[config.mk]
export PLATFORM = sky130hd
export DESIGN_NAME = pmp_top
export DESIGN_NICKNAME = d
export VERILOG_FILES = /design/src/hdl/pmp_pkg.sv /design/src/hdl/csr_bus_if.sv /design/src/hdl/csr_arbiter.sv /design/src/hdl/pmp_checker.sv /design/src/hdl/pmp_csr_file.sv /design/src/hdl/pmp_matcher.sv /design/src/hdl/pmp_top.sv
export SDC_FILE = /design/constraint.sdc
export NUM_CORES = 2
export LEC_CHECK = 0
export ABC_CLOCK_PERIOD_IN_PS = 5100
export BUFFER_PORTS_ARGS = -buffer_cell sky130_fd_sc_hd__clkbuf_2
export CORE_AREA = 2 2 548 414
export CTS_BUF_LIST = sky130_fd_sc_hd__clkbuf_16
export CTS_CLUSTER_DIAMETER = 150
export DETAILED_ROUTE_END_ITERATION = 16
export DIE_AREA = 0 0 550 416
export PLACE_DENSITY = 0.57
export SLEW_MARGIN = 40
export SYNTH_ARGS = -nofsm -noshare
export SYNTH_HDL_FRONTEND = slang
export SYNTH_SLANG_ARGS = --single-unit
[constraint.sdc]
create_clock -name CLK -period 5.1 [get_ports CLK]
set_clock_uncertainty 0.2 [all_clocks]
set_input_delay 0 -clock CLK [delete_from_list [all_inputs] [get_ports CLK]]
set_output_delay 0 -clock CLK [all_outputs]
set_load 0.005 [all_outputs]
[src/hdl/pmp_pkg.sv]
// PMP entry types, configuration word union, address modes, privilege codes and CSR bases
`default_nettype none

package pmp_pkg;

  localparam int XLEN    = 32;
  localparam int PADDR_W = 34;  // Physical address, pmpaddr holds bits 33..2

  localparam logic [11:0] PMPCFG_BASE  = 12'h3A0;
  localparam logic [11:0] PMPADDR_BASE = 12'h3B0;

  // Address matching mode of one entry
  typedef enum logic [1:0] {
    OFF   = 2'd0,
    TOR   = 2'd1,
    NA4   = 2'd2,
    NAPOT = 2'd3
  } pmp_amode_t;

  // One configuration byte, MSB first
  typedef struct packed {
    logic       l;
    logic [1:0] rsvd;
    pmp_amode_t a;
    logic       x;
    logic       w;
    logic       r;
  } pmp_entry_t;

  // A pmpcfg CSR seen as a raw word or as four entry bytes
  typedef union packed {
    logic [XLEN-1:0]  word;
    pmp_entry_t [3:0] entry;  // entry[0] sits in bits 7..0
  } pmp_cfg_word_u;

  // Privilege levels, encoding 2'b10 is reserved
  typedef enum logic [1:0] {
    U_MODE = 2'b00,
    S_MODE = 2'b01,
    M_MODE = 2'b11
  } pmp_priv_t;

endpackage

`default_nettype wire

[src/hdl/csr_bus_if.sv]
// CSR request/response channel with four-phase handshake, requester and responder modports
`timescale 1ns/1ps
`default_nettype none

interface csr_bus_if;

  // Request side, held stable while req is high
  logic                     req;
  logic [11:0]              addr;
  logic                     we;
  logic [pmp_pkg::XLEN-1:0] wdata;

  // Response side, valid while ack is high
  logic                     ack;
  logic [pmp_pkg::XLEN-1:0] rdata;
  logic                     err;  // Address outside both CSR ranges

  modport requester (
    output req, addr, we, wdata,
    input  ack, rdata, err
  );

  modport responder (
    input  req, addr, we, wdata,
    output ack, rdata, err
  );

endinterface

`default_nettype wire

[src/hdl/csr_arbiter.sv]
// Round-robin arbiter sharing one CSR bus between two four-phase requesters
`timescale 1ns/1ps
`default_nettype none

module csr_arbiter (
  input  logic                     CLK,
  input  logic                     nRST,
  input  logic                     i_a_req,
  input  logic [11:0]              i_a_addr,
  input  logic                     i_a_we,
  input  logic [pmp_pkg::XLEN-1:0] i_a_wdata,
  output logic                     o_a_ack,
  output logic [pmp_pkg::XLEN-1:0] o_a_rdata,
  output logic                     o_a_err,
  input  logic                     i_b_req,
  input  logic [11:0]              i_b_addr,
  input  logic                     i_b_we,
  input  logic [pmp_pkg::XLEN-1:0] i_b_wdata,
  output logic                     o_b_ack,
  output logic [pmp_pkg::XLEN-1:0] o_b_rdata,
  output logic                     o_b_err,
  csr_bus_if.requester             bus
);

  logic busy;      // A grant is held
  logic sel;       // 0 grants port a, 1 grants port b
  logic last;      // Port served by the previous grant
  logic seen_ack;  // Bus ack was high during this grant
  logic sel_req;

  assign sel_req = sel ? i_b_req : i_a_req;

  // Once ack has come and gone the request is masked until release
  assign bus.req   = busy & sel_req & (~seen_ack | bus.ack);
  assign bus.addr  = sel ? i_b_addr  : i_a_addr;
  assign bus.we    = sel ? i_b_we    : i_a_we;
  assign bus.wdata = sel ? i_b_wdata : i_a_wdata;

  assign o_a_ack   = busy & ~sel & bus.ack;
  assign o_b_ack   = busy &  sel & bus.ack;
  assign o_a_rdata = bus.rdata;
  assign o_b_rdata = bus.rdata;
  assign o_a_err   = bus.err;
  assign o_b_err   = bus.err;

  always_ff @(posedge CLK or negedge nRST) begin
    if (!nRST) begin
      busy     <= 1'b0;
      sel      <= 1'b0;
      last     <= 1'b0;
      seen_ack <= 1'b0;
    end else if (!busy) begin
      if (i_a_req || i_b_req) begin
        busy     <= 1'b1;
        sel      <= (i_a_req && i_b_req) ? ~last : i_b_req;  // Alternate on a tie
        seen_ack <= 1'b0;
      end
    end else if (bus.ack) begin
      seen_ack <= 1'b1;
    end else if (seen_ack) begin
      busy     <= 1'b0;  // Full handshake done
      last     <= sel;
      seen_ack <= 1'b0;
    end
  end

  // Grant is held across the whole four-phase exchange
  a_grant_held: assert property (@(posedge CLK) disable iff (!nRST)
    (bus.req || bus.ack) |=> (busy && $stable(sel)));

endmodule

`default_nettype wire

[src/hdl/pmp_checker.sv]
// PMP permission checker with per-entry matchers, lowest-index priority and privilege rule
`timescale 1ns/1ps
`default_nettype none

module pmp_checker #(
  parameter int NUM_ENTRIES = 16
) (
  input  logic [pmp_pkg::PADDR_W-1:0]                   i_addr,
  input  pmp_pkg::pmp_priv_t                            i_priv,
  input  pmp_pkg::pmp_cfg_word_u [NUM_ENTRIES/4-1:0]    i_cfg,
  input  logic [NUM_ENTRIES-1:0][pmp_pkg::XLEN-1:0]     i_addr_regs,
  input  logic                                          i_rd,
  input  logic                                          i_wr,
  input  logic                                          i_ex,
  output logic                                          o_fault
);

  pmp_pkg::pmp_entry_t [NUM_ENTRIES-1:0]         ent;
  logic [NUM_ENTRIES-1:0][pmp_pkg::XLEN-1:0]     prev_regs;  // prev_regs[i] is pmpaddr i-1
  logic [NUM_ENTRIES-1:0]                        match;
  pmp_pkg::pmp_entry_t                           sel;
  logic                                          hit;
  logic                                          deny;

  assign ent       = i_cfg;
  assign prev_regs = {i_addr_regs[NUM_ENTRIES-2:0], {pmp_pkg::XLEN{1'b0}}};

  for (genvar g = 0; g < NUM_ENTRIES; g++) begin : g_match
    pmp_matcher matcher_inst (
      .i_addr         (i_addr),
      .i_entry        (ent[g]),
      .i_pmpaddr      (i_addr_regs[g]),
      .i_prev_pmpaddr (prev_regs[g]),
      .o_match        (match[g])
    );
  end

  // Walk from the top so the lowest matching index wins
  always_comb begin
    hit = 1'b0;
    sel = '0;
    for (int k = NUM_ENTRIES - 1; k >= 0; k--) begin
      if (match[k]) begin
        hit = 1'b1;
        sel = ent[k];
      end
    end
  end

  assign deny = (i_rd & ~sel.r) | (i_wr & ~sel.w) | (i_ex & ~sel.x);

  always_comb begin
    if (i_priv != pmp_pkg::M_MODE) begin
      o_fault = !hit || deny;  // No match below M is a fault
    end else begin
      o_fault = hit && sel.l && deny;  // M-mode only obeys locked entries
    end
  end

endmodule

`default_nettype wire

[src/hdl/pmp_csr_file.sv]
// PMP configuration and address registers with WARL and lock rules, readback and error flag
`timescale 1ns/1ps
`default_nettype none

module pmp_csr_file #(
  parameter int NUM_ENTRIES = 16
) (
  input  logic                                             CLK,
  input  logic                                             nRST,
  csr_bus_if.responder                                     bus,
  output pmp_pkg::pmp_cfg_word_u [NUM_ENTRIES/4-1:0]       o_cfg,
  output logic [NUM_ENTRIES-1:0][pmp_pkg::XLEN-1:0]        o_addr
);

  localparam int NUM_CFG = NUM_ENTRIES / 4;
  localparam int CW      = (NUM_CFG > 1) ? $clog2(NUM_CFG) : 1;
  localparam int AW      = $clog2(NUM_ENTRIES);

  pmp_pkg::pmp_cfg_word_u [NUM_CFG-1:0]           cfg_q;
  logic [NUM_ENTRIES-1:0][pmp_pkg::XLEN-1:0]      addr_q;
  pmp_pkg::pmp_entry_t [NUM_ENTRIES-1:0]          ent;  // Flat view, ent[i] is entry i
  pmp_pkg::pmp_cfg_word_u                         new_cfg;

  logic          cfg_hit;
  logic          addr_hit;
  logic [CW-1:0] cfg_idx;
  logic [AW-1:0] addr_idx;
  logic [AW-1:0] nxt_idx;
  logic          addr_lock;

  assign ent    = cfg_q;
  assign o_cfg  = cfg_q;
  assign o_addr = addr_q;

  // Both bases are 16-aligned so the low address bits index directly
  assign cfg_hit  = (bus.addr >= pmp_pkg::PMPCFG_BASE) &&
                    (bus.addr <  pmp_pkg::PMPCFG_BASE + NUM_CFG);
  assign addr_hit = (bus.addr >= pmp_pkg::PMPADDR_BASE) &&
                    (bus.addr <  pmp_pkg::PMPADDR_BASE + NUM_ENTRIES);
  assign cfg_idx  = bus.addr[CW-1:0];
  assign addr_idx = bus.addr[AW-1:0];
  assign nxt_idx  = addr_idx + 1'b1;

  // Write value of a pmpcfg CSR, byte by byte
  always_comb begin
    new_cfg.word = bus.wdata;
    for (int k = 0; k < 4; k++) begin
      new_cfg.entry[k].rsvd = 2'b00;
      if (!new_cfg.entry[k].w) begin
        new_cfg.entry[k].r = 1'b0;  // R=1 W=0 is reserved
      end
      if (cfg_q[cfg_idx].entry[k].l) begin
        new_cfg.entry[k] = cfg_q[cfg_idx].entry[k];  // Locked byte keeps its value
      end
    end
  end

  // pmpaddr i is also top of range for entry i+1 in TOR mode
  always_comb begin
    addr_lock = ent[addr_idx].l;
    if (addr_idx != AW'(NUM_ENTRIES - 1)) begin
      if (ent[nxt_idx].a == pmp_pkg::TOR && ent[nxt_idx].l) begin
        addr_lock = 1'b1;
      end
    end
  end

  always_ff @(posedge CLK or negedge nRST) begin
    if (!nRST) begin
      cfg_q     <= '0;
      addr_q    <= '0;
      bus.ack   <= 1'b0;
      bus.rdata <= '0;
      bus.err   <= 1'b0;
    end else if (bus.ack) begin
      if (!bus.req) begin
        bus.ack <= 1'b0;
      end
    end else if (bus.req) begin
      bus.ack <= 1'b1;
      bus.err <= !(cfg_hit || addr_hit);
      // Read returns the value from before the write
      if (cfg_hit) begin
        bus.rdata <= cfg_q[cfg_idx].word;
      end else if (addr_hit) begin
        bus.rdata <= addr_q[addr_idx];
      end else begin
        bus.rdata <= '0;
      end
      if (bus.we && cfg_hit) begin
        cfg_q[cfg_idx] <= new_cfg;
      end
      if (bus.we && addr_hit && !addr_lock) begin
        addr_q[addr_idx] <= bus.wdata;
      end
    end
  end

  a_ack_needs_req: assert property (@(posedge CLK) disable iff (!nRST)
    $rose(bus.ack) |-> $past(bus.req));

  // Lock is sticky until reset, so nothing of a locked entry may move
  for (genvar g = 0; g < NUM_ENTRIES; g++) begin : g_lock_chk
    a_locked_stable: assert property (@(posedge CLK) disable iff (!nRST)
      ent[g].l |=> ($stable(ent[g]) && $stable(addr_q[g])));
  end

endmodule

`default_nettype wire

[src/hdl/pmp_matcher.sv]
// Address match of one PMP entry for OFF, TOR, NA4 and NAPOT modes
`timescale 1ns/1ps
`default_nettype none

module pmp_matcher (
  input  logic [pmp_pkg::PADDR_W-1:0] i_addr,
  input  pmp_pkg::pmp_entry_t         i_entry,
  input  logic [pmp_pkg::XLEN-1:0]    i_pmpaddr,
  input  logic [pmp_pkg::XLEN-1:0]    i_prev_pmpaddr,  // Zero for entry 0
  output logic                        o_match
);

  logic [pmp_pkg::XLEN-1:0] word;        // Address in 4-byte units
  logic [pmp_pkg::XLEN-1:0] napot_mask;

  assign word = i_addr[pmp_pkg::PADDR_W-1:2];

  // x ^ (x+1) sets the trailing ones and the first zero above them,
  // which is exactly the span of the NAPOT region
  assign napot_mask = ~(i_pmpaddr ^ (i_pmpaddr + 1'b1));

  always_comb begin
    o_match = 1'b0;
    case (i_entry.a)
      pmp_pkg::OFF: begin
        o_match = 1'b0;
      end
      pmp_pkg::TOR: begin
        o_match = (i_prev_pmpaddr <= word) && (word < i_pmpaddr);
      end
      pmp_pkg::NA4: begin
        o_match = (word == i_pmpaddr);
      end
      pmp_pkg::NAPOT: begin
        o_match = ((word ^ i_pmpaddr) & napot_mask) == '0;  // All ones covers everything
      end
    endcase
  end

endmodule

`default_nettype wire

[src/hdl/pmp_top.sv]
// PMP unit top with two CSR ports, arbiter, register file and data and fetch checkers
`timescale 1ns/1ps
`default_nettype none

module pmp_top #(
  parameter int NUM_ENTRIES = 16
) (
  input  logic                        CLK,
  input  logic                        nRST,
  input  logic                        i_core_req,
  input  logic [11:0]                 i_core_addr,
  input  logic                        i_core_we,
  input  logic [pmp_pkg::XLEN-1:0]    i_core_wdata,
  output logic                        o_core_ack,
  output logic [pmp_pkg::XLEN-1:0]    o_core_rdata,
  output logic                        o_core_err,
  input  logic                        i_dbg_req,
  input  logic [11:0]                 i_dbg_addr,
  input  logic                        i_dbg_we,
  input  logic [pmp_pkg::XLEN-1:0]    i_dbg_wdata,
  output logic                        o_dbg_ack,
  output logic [pmp_pkg::XLEN-1:0]    o_dbg_rdata,
  output logic                        o_dbg_err,
  input  pmp_pkg::pmp_priv_t          i_priv,
  input  logic                        i_mprv,
  input  pmp_pkg::pmp_priv_t          i_mpp,
  input  logic [pmp_pkg::PADDR_W-1:0] i_daddr,
  input  logic                        i_ren,
  input  logic                        i_wen,
  output logic                        o_load_fault,
  output logic                        o_store_fault,
  input  logic [pmp_pkg::PADDR_W-1:0] i_iaddr,
  input  logic                        i_xen,
  output logic                        o_fetch_fault
);

  pmp_pkg::pmp_cfg_word_u [NUM_ENTRIES/4-1:0]    cfg;
  logic [NUM_ENTRIES-1:0][pmp_pkg::XLEN-1:0]     addr_regs;
  pmp_pkg::pmp_priv_t                            d_priv;
  logic                                          d_fault;
  logic                                          f_fault;

  csr_bus_if bus_if ();

  // Loads and stores run at MPP when MPRV is set, fetches never do
  assign d_priv = i_mprv ? i_mpp : i_priv;

  assign o_load_fault  = d_fault & i_ren;
  assign o_store_fault = d_fault & i_wen;
  assign o_fetch_fault = f_fault & i_xen;

  csr_arbiter arbiter_inst (
    .CLK       (CLK),
    .nRST      (nRST),
    .i_a_req   (i_core_req),
    .i_a_addr  (i_core_addr),
    .i_a_we    (i_core_we),
    .i_a_wdata (i_core_wdata),
    .o_a_ack   (o_core_ack),
    .o_a_rdata (o_core_rdata),
    .o_a_err   (o_core_err),
    .i_b_req   (i_dbg_req),
    .i_b_addr  (i_dbg_addr),
    .i_b_we    (i_dbg_we),
    .i_b_wdata (i_dbg_wdata),
    .o_b_ack   (o_dbg_ack),
    .o_b_rdata (o_dbg_rdata),
    .o_b_err   (o_dbg_err),
    .bus       (bus_if.requester)
  );

  pmp_csr_file #(.NUM_ENTRIES(NUM_ENTRIES)) csr_file_inst (
    .CLK    (CLK),
    .nRST   (nRST),
    .bus    (bus_if.responder),
    .o_cfg  (cfg),
    .o_addr (addr_regs)
  );

  pmp_checker #(.NUM_ENTRIES(NUM_ENTRIES)) data_chk (
    .i_addr      (i_daddr),
    .i_priv      (d_priv),
    .i_cfg       (cfg),
    .i_addr_regs (addr_regs),
    .i_rd        (i_ren),
    .i_wr        (i_wen),
    .i_ex        (1'b0),
    .o_fault     (d_fault)
  );

  pmp_checker #(.NUM_ENTRIES(NUM_ENTRIES)) fetch_chk (
    .i_addr      (i_iaddr),
    .i_priv      (i_priv),
    .i_cfg       (cfg),
    .i_addr_regs (addr_regs),
    .i_rd        (1'b0),
    .i_wr        (1'b0),
    .i_ex        (i_xen),
    .o_fault     (f_fault)
  );

endmodule

`default_nettype wire

# After elaboration in Yosys (flattened, before gate mapping)
# Index checks and enable logic that the tools add are counted.
[totals]
reg_bits = 678
in_bits = 170
wordCells = 564
[op_classes]
n_mux = 138
eq_ne = 84
bitwise_logic = 118
addsub = 17
magnitude_cmp = 73
n_reduce_logical = 107
[ops]
columns = ["operator", "n"]
rows = [
  ["32-bit XOR", 48],
  ["32-bit bitwise AND", 32],
  ["32-bit == test", 32],
  ["32-bit logical NOT", 32],
  ["32-bit less-than comparator", 32],
  ["32-bit <= comparator", 30],
  ["32-bit by 1-bit adder with 32-bit output, second input constant", 16],
  ["512-bit bitwise mux", 1],
  ["32-bit NOT", 16],
  ["8-bit two-way mux", 38],
  ["32-bit two-way mux", 7],
  ["32-bit binary-select mux with 4-bit select", 1],
  ["128-bit bitwise mux", 1],
  ["32-bit demux with 4-bit select", 1],
  ["1-bit one-hot mux with 4 select lines", 32],
  ["32-bit binary-select mux with 2-bit select", 1],
  ["8-bit binary-select mux with 4-bit select", 2],
  ["32-bit demux with 2-bit select", 1],
  ["2-bit == test, second input constant", 32],
  ["1-bit by 32-bit <= comparator with 1-bit output, first input constant", 2],
  ["1-bit two-way mux", 51],
  ["1-bit logical AND", 45],
  ["2-bit by 1-bit == test with 1-bit output, second input constant", 17],
  ["2-bit logical NOT", 16],
  ["other kinds (19)", 51],
]

# Logic depth before layout (Yosys ltp)
[logic_depth]
ltp_word = 28
mapped_depth = 20
ltp_nobuf = 15

# Cells and area by module
# A second synthesis with hierarchy kept.
[hier_totals]
cells_unflattened = 12248
hier_area_um2 = 101964.0
[by_module_without_submodules]
columns = ["module", "seq_area_each_um2", "n_inst", "cells_per_inst", "area_per_inst_um2"]
rows = [
  ["pmp_matcher at data_chk.g_match[0].matcher_inst ...", 0.0, 31, 307, 2140.8],
  ["pmp_csr_file", 16866.2, 1, 2051, 30690.7],
  ["pmp_matcher at fetch_chk.g_match[0].matcher_inst", 0.0, 1, 304, 2108.3],
  ["pmp_checker", 0.0, 2, 117, 729.4],
  ["csr_arbiter", 100.1, 1, 136, 1288.7],
  ["pmp_top", 0.0, 1, 6, 52.6],
]

# Worst setup path before layout
# OpenSTA, ideal clock, no wires.
[synth_path]
path_type = "register to register"
start = "register arbiter_inst.sel"
end = "register csr_file_inst.addr_q, in the netlist csr_file_inst.o_addr[129]"
setup_slack_ns = 0.664
stages_incl_launch_ff = 20
n_path_buf = 7
synth_period_minus_slack_ns = 4.436
t_arrival_ns = 4.093
t_required_ns = 4.757
path_cell_list = "dfrtp_1 clkbuf_1 mux2i_1 inv_1 clkbuf_1 clkbuf_1 buf_1 buf_1 ha_1 xnor2_1 a311o_1 a31oi_1 mux2i_1 a21boi_1 and2_1 clkbuf_1 nand2_1 clkbuf_1 nand2_1 o21ai_0"
[synth_between]
elab_chain_cells = 11
elab_cells_between_ends = 29
[synth_lines]
columns = ["element", "line_no", "text"]
rows = [
  ["start, declared", "csr_arbiter.sv:26", "logic sel;"],
  ["start signal, assigned", "csr_arbiter.sv:55", "sel <= (i_a_req && i_b_req) ? ~last : i_b_req;"],
  ["12-bit two-way mux", "csr_arbiter.sv:35", "assign bus.addr = sel ? i_b_addr : i_a_addr;"],
  ["4-bit by 1-bit adder with 4-bit output", "pmp_csr_file.sv:42", "assign nxt_idx = addr_idx + 1'b1;"],
  ["8-bit binary-select mux with 4-bit select", "pmp_csr_file.sv:62", "if (ent[nxt_idx].a == pmp_pkg::TOR && ent[nxt_idx].l) begin"],
  ["8-bit two-way mux (implied by the code)", "pmp_csr_file.sv:62", ""],
  ["2-bit by 1-bit == test with 1-bit output", "pmp_csr_file.sv:62", ""],
  ["1-bit logical AND", "pmp_csr_file.sv:62", ""],
  ["1-bit two-way mux", "pmp_csr_file.sv:62", ""],
  ["1-bit two-way mux", "pmp_csr_file.sv:61", "if (addr_idx != AW'(NUM_ENTRIES - 1)) begin"],
  ["1-bit logical NOT", "pmp_csr_file.sv:93", "if (bus.we && addr_hit && !addr_lock) begin"],
  ["1-bit logical AND", "pmp_csr_file.sv:93", ""],
  ["3-bit AND reduction (no source line)", "--", ""],
  ["end signal, assigned by index", "pmp_csr_file.sv:94", "addr_q[addr_idx] <= bus.wdata;"],
  ["end, declared", "pmp_csr_file.sv:20", "logic [NUM_ENTRIES-1:0][pmp_pkg::XLEN-1:0] addr_q;"],
]
# Parallel ways exist; a longest one is shown, timed or not. The select of a mux whose other input is x is not followed.
# A chain may end at the register's enable or synchronous reset.

# Worst setup path in the final report
[layout_path]
start = "register csr_file_inst.addr_q, in the netlist csr_file_inst.o_addr[365]"
end = "output port o_fetch_fault"
[layout_between]
elab_chain_cells = 23
elab_cells_between_ends = 47
[layout_lines]
columns = ["element", "line_no", "text"]
rows = [
  ["32-bit by 1-bit adder with 32-bit output", "pmp_matcher.sv:20", "assign napot_mask = ~(i_pmpaddr ^ (i_pmpaddr + 1'b1));"],
  ["32-bit XOR", "pmp_matcher.sv:20", ""],
  ["32-bit NOT", "pmp_matcher.sv:20", ""],
  ["32-bit bitwise AND", "pmp_matcher.sv:35", "o_match = ((word ^ i_pmpaddr) & napot_mask) == '0;"],
  ["32-bit logical NOT", "pmp_matcher.sv:35", ""],
  ["1-bit one-hot mux with 4 select lines", "pmp_matcher.sv:24", "case (i_entry.a)"],
  ["8-bit two-way mux (12 in series)", "pmp_checker.sv:43", "if (match[k]) begin"],
  ["1-bit NOT", "pmp_checker.sv:50", "assign deny = (i_rd & ~sel.r) | (i_wr & ~sel.w) | (i_ex & ~sel.x);"],
  ["1-bit bitwise AND", "pmp_checker.sv:50", ""],
  ["1-bit logical AND or 1-bit logical OR (tied branches)", "pmp_checker.sv:56, pmp_checker.sv:54", ""],
  ["1-bit two-way mux (*)", "pmp_checker.sv:53", "if (i_priv != pmp_pkg::M_MODE) begin"],
  ["1-bit bitwise AND (*)", "pmp_top.sv:50", "assign o_fetch_fault = f_fault & i_xen;"],
  ["end, declared", "pmp_top.sv:34", "output logic o_fetch_fault"],
]
# Mark *: on every way between the ends. The rest lies on a longest branch, timed or not.

==> metrics <==
min Tclk post-route=5330 ps; Synthesized Nets=between 10000 and 15000; status=finished, violations left; Cells after DPL=12600; yosys warns=0; Post-Layout Cell Count=13000; initial antenna violation count=75; nets=11100; routability cong.=1.11; Max Root-Sink Buffers=3; Final ANT Viol Nets=0; clock sink total=678; # IOs=241; die area=229000 µm²; Gate Count Post-Synth=8860; Synth Area in Simple Gates=between 20 and 25%; Synth Register Bits=678; GRT Residual Overflow=0; Chip Width=550 µm; Worst Tran Pin Value=between 1000 and 1500 ps; compound-gate portion of the synthesized area=26.5%; Detail Placement HPWL=a little under 400000 µm; routed via count=83700; failing checks=setup timing; top-count cell post-synth=nand2_1; pin count of the biggest net entering global routing=between 100 and 150; CP delay by family, top=compound AO/OA/AOI/OAI gates; Final Hold Fails=0; CTS H-tree depth=3; 1st-iter DRT viols=~13000; Max IR drop VDD=0.000333 V; pre-CTS WS=-508 ps; Worst-path clk slew=60 ps; leading area contributor after synthesis=dfrtp_1; Critical Path Max Stage Delay=560 ps; XOR/XNOR share of the synthesized area=0.191%; Mapped Area=68900 µm²; unrepaired setup endpoints after global routing=yes; Worst Path Buf+Inv=3; # rows=between 150 and 200; Lkg Pwr=36.1 nW; vias in the first global route=75600; Slew Limit Headroom=32.4%; final period utilization=104%; largest family of logic cells by synthesized area=compound AO/OA/AOI/OAI gates; worst-path fanout max=6; Primary FF master, synth=dfrtp_1; Worst Path Required=4900 ps; synthesized area per cell=7.77 µm²; met1 usage=a little under three fifths; chip height=416 µm; core area=224000 µm²; Adder-Cell Fraction of Synth Area=19.0%; setup TNS=-635 ps; total track usage=40.5%; drt pass-1 iters=9; drt wl/cell=between 30 and 40 µm; critical path's slowest cell=dfrtp_1; critical path, cell by cell=inv_1, ha_1, nand4_1, or2_2, a2111oi_2, o31ai_1, nand3_2, a2111oi_2, a311oi_2, buf_12, o221ai_1, a31o_1, a311oi_2, o2bb2ai_2, a211oi_2, o311a_4, buf_6; grt peak-use layer=met1; Final Max Slew Viols=0; CTS tree=built; Power Density=between 200 and 300 nW/µm²; Post-synth top cells=nand2_1, ha_1, o21ai_0; Routed WL=roughly 480000 µm; worst endpoint data arrival time=around 5000 ps; CTS Buf Count=87; Synth top area share=24.6%; CP startpoint kind=register; clock latency on the worst-skew pair=790 ps; fmax=188 MHz; WS Path Type=register to primary output; Finish-stage setup viols=4; worst setup slack after layout=-228 ps; Post-synth EDFFs=0; M3 GR Usage=16.8%; DRC=0; Synth cell types=117; Min Hold Slack=between 40 and 50 ps; multiplexer share of the synthesized area=1.49%; initial core utilization=30.7%; Max-Cap Viols=0; global-route wire length before repair=643000 µm; PortBufs=236; Critical Path Sink Type=primary output; CTS root buffer=clkbuf_16; Area contributors post-synth=dfrtp_1, ha_1, nand2_1, o21ai_0, a21oi_1; Hold Crit Class=primary input to register; met2 usage=around half; area delta synth->final=26.4%; share of flip-flops with an asynchronous set or reset=100%; register area share after synthesis=24.6%; Vias/cell=approximately 6.5; share of layout cells above drive strength 1=19.4%
## state kept, by name, indices dropped and copies added, names as in the netlist
| signal | cells |
|---|---|
| csr_file_inst.bus.err | 1 |
| arbiter_inst.seen_ack | 1 |
| arbiter_inst.busy | 1 |
| csr_file_inst.bus.ack | 1 |
| arbiter_inst.last | 1 |
| csr_file_inst.bus.rdata | 32 |
| csr_file_inst.o_cfg | 128 |
| csr_file_inst.o_addr | 512 |
| arbiter_inst.sel | 1 |
## metal layers
metal,part of all wire (%),vias to the layer above
met5,0.055,-
met4,6.0,32
met3,15,1067
met2,36,6119
met1,43,40900
li1,-,35600
## layout make-up
cell class	count	area, µm²
fill	23400	137000
multi-input combinational	7101	49800
sequential	678	17100
timing repair buffer	1364	11100
tap	2983	3730
inverter	636	2410
clock buffer	87	2180
clock inverter	72	751
antenna	50	125
## final timing paths
check | startpoint | endpoint | slack, ps | depth (start not counted)
worst max-delay path | csr_file_inst.o_addr[365] | o_fetch_fault | -230 | 17
worst min-delay path | i_core_addr[9] | csr_file_inst.bus.rdata[23] | 50 | 6
worst max register to register | arbiter_inst.sel | csr_file_inst.bus.rdata[22] | -10 | 12
worst min register to register | csr_file_inst.o_addr[30] | csr_file_inst.o_addr[30] | 290 | 2
max in group asynchronous | nRST | csr_file_inst.o_addr[268] | 3360 | 4
min in group asynchronous | nRST | csr_file_inst.o_addr[166] | 460 | 4
## worst min-delay path, cell delays in order
cell and delay, ps:
clkbuf_2 80, nand2b_1 40, nor4_1 240, a21oi_2 200, nor2_1 250, a22o_1 160
## report_power, final
group,switching [mW],internal (mW)
clock network,3.05,3.70
registers,0.0719,5.43
logic,7.13,2.52
## what timing repair did
item	4_1_cts	5_1_grt
setup endpoints to repair	3	50
setup buffers	9	52
pin swaps	32	60
hold buffers	79	2
hold endpoints to repair	1127	9
cloned	0	2
gates resized for setup	127	250
## kinds of logic after synthesis
logic type               after synthesis
AND/OR/NAND/NOR                     3074
AO/OA/AOI/OAI                       2877
buffers and inverters               1082
adder cells (fa/ha/maj)             1047
flip-flops                           678
multiplexers                          87
XOR/XNOR                              15
## cells in the final DEF, fill, tap and decap left out, types with 34 or more instances in the layout
cell / synthesis / routed
dlygate4sd3_1: 0 / 78
a21o_1: 109 / 107
and3_1: 112 / 106
nor2b_1: 56 / 55
nor3_1: 179 / 165
ha_1: 1047 / 1020
buf_4: 35 / 941
a311oi_1: 103 / 92
dfrtp_1: 678 / 613
or4_1: 41 / 34
nand2_1: 1226 / 1204
dfrtp_2: 0 / 64
clkbuf_16: 0 / 87
o22ai_1: 68 / 67
a21oi_1: 703 / 688
and4_1: 81 / 75
and2_1: 49 / 48
mux2_2: 37 / 37
clkbuf_2: 1 / 232
a31oi_1: 284 / 282
o211ai_1: 203 / 203
nand3_1: 192 / 186
a41oi_1: 70 / 70
nor4_2: 11 / 43
nand4_1: 277 / 277
inv_1: 635 / 628
nor2_1: 494 / 487
a22oi_1: 49 / 49
a211oi_1: 134 / 124
nor4_1: 195 / 145
buf_12: 0 / 87
nand2b_1: 37 / 37
diode_2: 0 / 50
o21ai_0: 767 / 760
## metrics by stage
step	utilization, %	instance area [µm²]	power [mW]
final	38.9	87100	21.9
after global routing	38.8	87000	22.1
after CTS	38.1	85400	21.3
after detailed placement	36.2	81100	14.4
after global placement	36.1	80900	14.3
after floorplan	-	68900	8.83
(Power assumes the default switching activity.)
